$ cat src/logic/mpram_geom_pkg.sv
package mpram_geom_pkg;

    // Word and lane geometry
    localparam int DEF_WIDTH      = 32;
    localparam int DEF_BYTE_WIDTH = 8;   // One write strobe per lane

    // Bank layout, DEPTH is BANKS * BANK_SIZE
    localparam int DEF_BANK_SIZE  = 16;  // Rows per bank
    localparam int DEF_BANKS      = 4;

    // Port counts
    localparam int DEF_READ_PORTS  = 2;
    localparam int DEF_WRITE_PORTS = 2;

endpackage

$ cat src/logic/mpram_ctrl_pkg.sv
package mpram_ctrl_pkg;

    // Post-reset sweep state
    typedef enum logic {
        CLEARING = 1'b0,
        RUNNING  = 1'b1
    } clear_state_t;

    // Registered read, data one edge after the strobe
    localparam int READ_LATENCY = 1;

endpackage

$ cat src/logic/bank_router.sv
`timescale 1ns/1ps

module bank_router
    import mpram_geom_pkg::*;
    import mpram_ctrl_pkg::*;
#(
    parameter int  WIDTH       = DEF_WIDTH,
    parameter int  BANK_SIZE   = DEF_BANK_SIZE,
    parameter int  BANKS       = DEF_BANKS,
    parameter int  READ_PORTS  = DEF_READ_PORTS,
    parameter int  WRITE_PORTS = DEF_WRITE_PORTS,
    localparam int BYTES       = WIDTH / DEF_BYTE_WIDTH,
    localparam int ROW_BITS    = $clog2(BANK_SIZE),
    localparam int BANK_BITS   = $clog2(BANKS),
    localparam int ADDR_BITS   = BANK_BITS + ROW_BITS
)(
    input  logic                                              clk,
    input  logic                                              rst,
    input  logic [WRITE_PORTS-1:0][BYTES-1:0]                 wr_en,
    input  logic [WRITE_PORTS-1:0][ADDR_BITS-1:0]             wr_addr,
    input  logic [WRITE_PORTS-1:0][WIDTH-1:0]                 wr_data,
    input  logic [READ_PORTS-1:0]                             rd_en,
    input  logic [READ_PORTS-1:0][ADDR_BITS-1:0]              rd_addr,
    output logic [BANKS-1:0][WRITE_PORTS-1:0][BYTES-1:0]      bank_wr_en,
    output logic [WRITE_PORTS-1:0][ROW_BITS-1:0]              wr_row,
    output logic [WRITE_PORTS-1:0][WIDTH-1:0]                 bank_wr_data,
    output logic [BANKS-1:0][READ_PORTS-1:0]                  bank_rd_en,
    output logic [READ_PORTS-1:0][ROW_BITS-1:0]               rd_row,
    output logic                                              ready
);

    clear_state_t                               state;
    logic [ROW_BITS-1:0]                        clear_row;
    logic [WRITE_PORTS-1:0][BANK_BITS-1:0]      wr_bank;
    logic [READ_PORTS-1:0][BANK_BITS-1:0]       rd_bank;

    // Sweep one row per edge across all banks at once
    always_ff @(posedge clk or posedge rst) begin
        if (rst) begin
            state     <= CLEARING;
            clear_row <= '0;
            ready     <= 1'b0;
        end else if (state == CLEARING) begin
            clear_row <= clear_row + 1'b1;
            if (clear_row == ROW_BITS'(BANK_SIZE - 1)) begin // Last row goes in now
                state <= RUNNING;
                ready <= 1'b1;
            end
        end
    end

    // Bank field is the top of the address
    always_comb begin
        for (int p = 0; p < WRITE_PORTS; p++) begin
            wr_bank[p] = wr_addr[p][ADDR_BITS-1:ROW_BITS];
        end
        for (int r = 0; r < READ_PORTS; r++) begin
            rd_bank[r] = rd_addr[r][ADDR_BITS-1:ROW_BITS];
        end
    end

    always_comb begin
        for (int p = 0; p < WRITE_PORTS; p++) begin
            if (state == CLEARING) begin
                wr_row[p]       = clear_row;
                bank_wr_data[p] = '0;
            end else begin
                wr_row[p]       = wr_addr[p][ROW_BITS-1:0];
                bank_wr_data[p] = wr_data[p];
            end
            for (int b = 0; b < BANKS; b++) begin
                if (state == CLEARING) begin
                    bank_wr_en[b][p] = '1;       // User writes dropped
                end else if (wr_bank[p] == BANK_BITS'(b)) begin
                    bank_wr_en[b][p] = wr_en[p];
                end else begin
                    bank_wr_en[b][p] = '0;
                end
            end
        end
    end

    // Reads are never blocked, data during the sweep is don't-care
    always_comb begin
        for (int r = 0; r < READ_PORTS; r++) begin
            rd_row[r] = rd_addr[r][ROW_BITS-1:0];
            for (int b = 0; b < BANKS; b++) begin
                bank_rd_en[b][r] = rd_en[r] && (rd_bank[r] == BANK_BITS'(b));
            end
        end
    end

endmodule

$ cat src/logic/ram_bank.sv
`timescale 1ns/1ps

module ram_bank
    import mpram_geom_pkg::*;
    import mpram_ctrl_pkg::*;
#(
    parameter int  WIDTH       = DEF_WIDTH,
    parameter int  BANK_SIZE   = DEF_BANK_SIZE,
    parameter int  READ_PORTS  = DEF_READ_PORTS,
    parameter int  WRITE_PORTS = DEF_WRITE_PORTS,
    localparam int BYTES       = WIDTH / DEF_BYTE_WIDTH,
    localparam int ROW_BITS    = $clog2(BANK_SIZE)
)(
    input  logic                                   clk,
    input  logic [WRITE_PORTS-1:0][BYTES-1:0]      wr_en,
    input  logic [WRITE_PORTS-1:0][ROW_BITS-1:0]   wr_row,
    input  logic [WRITE_PORTS-1:0][WIDTH-1:0]      wr_data,
    input  logic [READ_PORTS-1:0]                  rd_en,
    input  logic [READ_PORTS-1:0][ROW_BITS-1:0]    rd_row,
    output logic [READ_PORTS-1:0][WIDTH-1:0]       rd_data
);

    logic [BYTES-1:0][DEF_BYTE_WIDTH-1:0] mem [BANK_SIZE];

    if (READ_LATENCY != 1) begin : g_latency_check
        $error("ram_bank only implements a one-cycle registered read");
    end

    // Ascending port order, last assignment wins a collision
    always_ff @(posedge clk) begin
        for (int p = 0; p < WRITE_PORTS; p++) begin
            for (int k = 0; k < BYTES; k++) begin
                if (wr_en[p][k]) begin
                    mem[wr_row[p]][k] <= wr_data[p][k*DEF_BYTE_WIDTH +: DEF_BYTE_WIDTH];
                end
            end
        end
    end

    // Nonblocking sample sees the row before this edge's writes
    always_ff @(posedge clk) begin
        for (int r = 0; r < READ_PORTS; r++) begin
            if (rd_en[r]) begin
                rd_data[r] <= mem[rd_row[r]];
            end
        end
    end

endmodule

$ cat src/logic/read_select.sv
`timescale 1ns/1ps

module read_select
    import mpram_geom_pkg::*;
    import mpram_ctrl_pkg::*;
#(
    parameter int  WIDTH      = DEF_WIDTH,
    parameter int  BANK_SIZE  = DEF_BANK_SIZE,
    parameter int  BANKS      = DEF_BANKS,
    parameter int  READ_PORTS = DEF_READ_PORTS,
    localparam int ROW_BITS   = $clog2(BANK_SIZE),
    localparam int BANK_BITS  = $clog2(BANKS),
    localparam int ADDR_BITS  = BANK_BITS + ROW_BITS
)(
    input  logic                                          clk,
    input  logic [READ_PORTS-1:0]                         rd_en,
    input  logic [READ_PORTS-1:0][ADDR_BITS-1:0]          rd_addr,
    input  logic [BANKS-1:0][READ_PORTS-1:0][WIDTH-1:0]   bank_rd_data,
    output logic [READ_PORTS-1:0][WIDTH-1:0]              rd_data
);

    logic [READ_PORTS-1:0][BANK_BITS-1:0] rd_bank_q;

    if (READ_LATENCY != 1) begin : g_latency_check
        $error("read_select delays the bank field by exactly one cycle");
    end

    // Bank of the last strobed read per port
    always_ff @(posedge clk) begin
        for (int r = 0; r < READ_PORTS; r++) begin
            if (rd_en[r]) begin
                rd_bank_q[r] <= rd_addr[r][ADDR_BITS-1:ROW_BITS];
            end
        end
    end

    // Idle port keeps pointing at a bank whose register also holds
    always_comb begin
        for (int r = 0; r < READ_PORTS; r++) begin
            rd_data[r] = bank_rd_data[rd_bank_q[r]][r];
        end
    end

endmodule

$ cat src/logic/mpram_top.sv
`timescale 1ns/1ps

module mpram_top
    import mpram_geom_pkg::*;
#(
    parameter int  WIDTH       = DEF_WIDTH,
    parameter int  BANK_SIZE   = DEF_BANK_SIZE,
    parameter int  BANKS       = DEF_BANKS,
    parameter int  READ_PORTS  = DEF_READ_PORTS,
    parameter int  WRITE_PORTS = DEF_WRITE_PORTS,
    localparam int BYTES       = WIDTH / DEF_BYTE_WIDTH,
    localparam int ROW_BITS    = $clog2(BANK_SIZE),
    localparam int BANK_BITS   = $clog2(BANKS),
    localparam int ADDR_BITS   = BANK_BITS + ROW_BITS
)(
    input  logic                                   clk,
    input  logic                                   rst,
    input  logic [WRITE_PORTS-1:0][BYTES-1:0]      wr_en,
    input  logic [WRITE_PORTS-1:0][ADDR_BITS-1:0]  wr_addr,
    input  logic [WRITE_PORTS-1:0][WIDTH-1:0]      wr_data,
    input  logic [READ_PORTS-1:0]                  rd_en,
    input  logic [READ_PORTS-1:0][ADDR_BITS-1:0]   rd_addr,
    output logic [READ_PORTS-1:0][WIDTH-1:0]       rd_data,
    output logic                                   ready
);

    logic [BANKS-1:0][WRITE_PORTS-1:0][BYTES-1:0]   bank_wr_en;
    logic [WRITE_PORTS-1:0][ROW_BITS-1:0]           wr_row;
    logic [WRITE_PORTS-1:0][WIDTH-1:0]              bank_wr_data;
    logic [BANKS-1:0][READ_PORTS-1:0]               bank_rd_en;
    logic [READ_PORTS-1:0][ROW_BITS-1:0]            rd_row;
    logic [BANKS-1:0][READ_PORTS-1:0][WIDTH-1:0]    bank_rd_data;

    bank_router #(
        .WIDTH       (WIDTH),
        .BANK_SIZE   (BANK_SIZE),
        .BANKS       (BANKS),
        .READ_PORTS  (READ_PORTS),
        .WRITE_PORTS (WRITE_PORTS)
    ) u_router (
        .clk, .rst,
        .wr_en, .wr_addr, .wr_data,
        .rd_en, .rd_addr,
        .bank_wr_en, .wr_row, .bank_wr_data,
        .bank_rd_en, .rd_row,
        .ready
    );

    for (genvar b = 0; b < BANKS; b++) begin : g_bank
        ram_bank #(
            .WIDTH       (WIDTH),
            .BANK_SIZE   (BANK_SIZE),
            .READ_PORTS  (READ_PORTS),
            .WRITE_PORTS (WRITE_PORTS)
        ) u_bank (
            .clk,
            .wr_en   (bank_wr_en[b]),
            .wr_row  (wr_row),                // Rows and data shared by all banks
            .wr_data (bank_wr_data),
            .rd_en   (bank_rd_en[b]),
            .rd_row  (rd_row),
            .rd_data (bank_rd_data[b])
        );
    end

    read_select #(
        .WIDTH      (WIDTH),
        .BANK_SIZE  (BANK_SIZE),
        .BANKS      (BANKS),
        .READ_PORTS (READ_PORTS)
    ) u_select (
        .clk,
        .rd_en, .rd_addr,
        .bank_rd_data,
        .rd_data
    );

endmodule

$ cat config.mk
export PLATFORM = sky130hd
export DESIGN_NAME = mpram_top
export DESIGN_NICKNAME = d
export VERILOG_FILES = /design/src/logic/mpram_geom_pkg.sv /design/src/logic/mpram_ctrl_pkg.sv /design/src/logic/bank_router.sv /design/src/logic/ram_bank.sv /design/src/logic/read_select.sv /design/src/logic/mpram_top.sv
export SDC_FILE = /design/constraint.sdc
export NUM_CORES = 2
export LEC_CHECK = 0
export BUFFER_PORTS_ARGS = -buffer_cell sky130_fd_sc_hd__buf_2
export CORE_ASPECT_RATIO = 1.1
export CORE_UTILIZATION = 40
export CTS_BUF_LIST = sky130_fd_sc_hd__clkbuf_8
export CTS_CLUSTER_DIAMETER = 60
export DETAILED_ROUTE_END_ITERATION = 10
export GPL_ROUTABILITY_DRIVEN = 0
export PLACE_DENSITY_LB_ADDON = 0.2
export SYNTH_ARGS = -nofsm -noshare
export SYNTH_HDL_FRONTEND = slang
export SYNTH_SLANG_ARGS = --single-unit
$ cat constraint.sdc
create_clock -name clk -period 4.6 [get_ports clk]
set_input_delay 0.46 -clock clk [delete_from_list [all_inputs] [get_ports clk]]
set_output_delay 0.46 -clock clk [all_outputs]
set_load 0.1 [all_outputs]
==> metrics <==
Worst Path Max Fanout 16; Routed Wire Length 508 mm; FF-to-FF setup slack 750 ps; CORE AREA 321000 um2; register bit count reported by yosys 2314; Combinational Power Share 0.125; largest net degree at the start of global routing 82; Initial Util 0.403; clock transition at the registers of the reported paths 60 ps; Net Sw Power 13.2 mW; FFs w/ async S/R, synth 0.00259; Syn Area/Cell 17.1 um2; area of the mapped netlist 129000 um2; Seq pwr share 0.490; die area 326000 um2; crit path capture rd_data[39]; HPWL Detailed 333 mm; fmax 245 MHz; placed cell areas 137000 um2; I/O pins 165; vias per inst 6.68; Worst setup startpoint u_select.rd_bank_q[2]; R2R cell count 5; Net Sw Frac 0.276; GRT overflow 0; Yosys top cell area share 0.536; post-synthesis sequential area ratio 0.537; design area 144000 um2; worst skew pair latency 1080 ps; cell with the most instances after synthesis edfxtp_1; worst-margin pin slew 1450 ps; Post-synth EDFFs 2308; row count 218; Resized Gates After CTS 0; initial antenna violation count 65; maximum clock insertion buffer count 4; Initial DRT Pass Iterations 5; Synth area leaders edfxtp_1 54%, mux4_2 21%, mux2i_1 17%; FF/Latch Area 69500 um2; FILL cells 28000; Max-Cap Viols 0; initial drt markers 12400; area grow syn2layout 11.7%; Max-slew headroom 0.0218; footprint of the multi-input gates 56500 um2; top cells by count, synth 2308 x edfxtp_1, 2173 x mux2i_1, 1227 x mux4_2, 508 x clkbuf_1, 273 x o21ai_0; Hold Crit Class input port to flip-flop; critical path class flip-flop to output port; pwr/cell area 331 nW/um2; final hold slack 26.6 ps; vias in the first global route 82100; Routed Antenna Nets 0; CTS tree done; DRC 0; total CTS buffers 390; Clock Skews 83.4 ps; Cell Int Power 34.7 mW; RSZ-0062 raised after global routing false; hold_sp wr_data[19]; Clock power frac 0.385; P_leak 61.6 nW; Setup TNS 0 ps; Worst setup SP type flip-flop; synth unique cells 45; width of the die 544 um; via count 83100; first-pass GRT wire length 695 mm; dpl cells 11700; Crit. End Element output port; Required @ worst endpoint 4140 ps; Max IR drop VDD 0.216 mV; critical path arrival 3630 ps; Synth Flop Type edfxtp_1; final period utilization 0.889; Final min period 4090 ps; r2r startpoint u_router.state; setup violators final 0; Die Y 598 um; CTS Root Cell clkbuf_8; Layout Nets 7902; reg2reg end g_bank[2].u_bank.mem[11][13]; Pins Over Slew Limit 0; yosys warns 0; htree depth 5; Cell Count, Final, Fillers Out 12400; share of cells above drive strength 1 0.333; Cells after Synth 7577; total track usage 0.310; clock sink total 2314; PortBufs 164; outcome completed; Syn Nets 7678; Avg WL per Cell 40.9 um; final hold violation count 0; biggest area consumer among synthesized cells edfxtp_1
==> cells in the final DEF (no fill, tap or decap), types with 81 or more instances in the layout <==
cell type	count
buf_2	157
nand2_1	87
mux2i_1	2173
clkbuf_8	392
clkinv_1	98
inv_1	113
o21ai_0	253
a21oi_1	86
buf_4	413
mux4_2	1227
nand2_2	118
nor2b_1	81
nand2_4	153
edfxtp_1	2308
==> layout make-up <==
type | count | share of cell area
sequential | 2314 | 0.481
multi-input combinational | 4420 | 0.391
timing repair buffer | 666 | 0.0390
clock buffer | 392 | 0.0374
tap | 4290 | 0.0372
clock inverter | 297 | 0.0131
antenna | 53 | 0.000918
inverter | 9 | 0.000338
==> worst min-delay path by stage <==
stage	cells after the start	slack, ps	to
finish	4	30	g_bank[0].u_bank.mem[6][19]
global route	4	50	g_bank[0].u_bank.mem[6][19]
CTS	3	10	g_bank[3].u_bank.mem[12][2]
detailed placement	2	470	u_router.ready
global placement	2	470	u_router.clear_row[2]
floorplan	1	250	u_router.clear_row[0]
==> cells by family (layout without fill, tap and decap cells) <==
kind of cell	count (synthesis)	count (layout)	share of synthesized area
adder cells (fa/ha/maj)	1	1	0.0000967
AND/OR/NAND/NOR	497	497	0.0278
AO/OA/AOI/OAI	518	518	0.0232
multiplexers	3401	3401	0.382
buffers and inverters	843	1364	0.0297
other	0	53	0
XOR/XNOR	3	3	0.000203
flip-flops	2314	2314	0.537
==> metal layers <==
| metal | routed length, um | global-route usage |
|---|---|---|
| met1 | 192000 | 0.412 |
| met2 | 232000 | 0.475 |
| met3 | 56500 | 0.0745 |
| met4 | 28000 | 0.152 |
| met5 | 291 | 0 |
==> sequential cells by signal (all words and copies together) (netlist names) <==
name / count
g_bank.u_bank.mem: 2048
g_bank.u_bank.rd_data: 256
u_router.clear_row: 4
u_select.rd_bank_q: 4
u_router.ready: 1
u_router.state: 1
==> worst max-delay path, stage by stage, from the launching register on <==
cell and delay [ps]:
edfxtp_1 1150, buf_12 290, mux4_2 690, buf_2 350
==> repair_timing <==
| action | CTS | global route |
|---|---|---|
| hold buffers | 14 | 0 |
| setup endpoints to repair | 0 | 0 |
| endpoints found under the hold margin | 65 | 0 |
| buffers inserted | 0 | 0 |
==> stage by stage <==
stage	power [mW]	util	setup slack, ps
2_1_floorplan	27.4	-	1270
3_3_place_gp	29.7	0.426	926
3_5_place_dp	29.8	0.426	852
4_1_cts	47.9	0.449	434
5_1_grt	48.9	0.450	398
6_report	47.9	0.450	512
==> power by group through the flow <==
stage                     clock, mW  combinational, mW  sequential [mW]
after CTS                      18.5               5.88             23.5
after global placement            0               5.80             23.9
after global routing           19.4               6.08             23.5
final                          18.4               5.97             23.5
after floorplan                   0               3.59             23.9
after detailed placement          0               5.86             23.9
(Power assumes the default switching activity.)
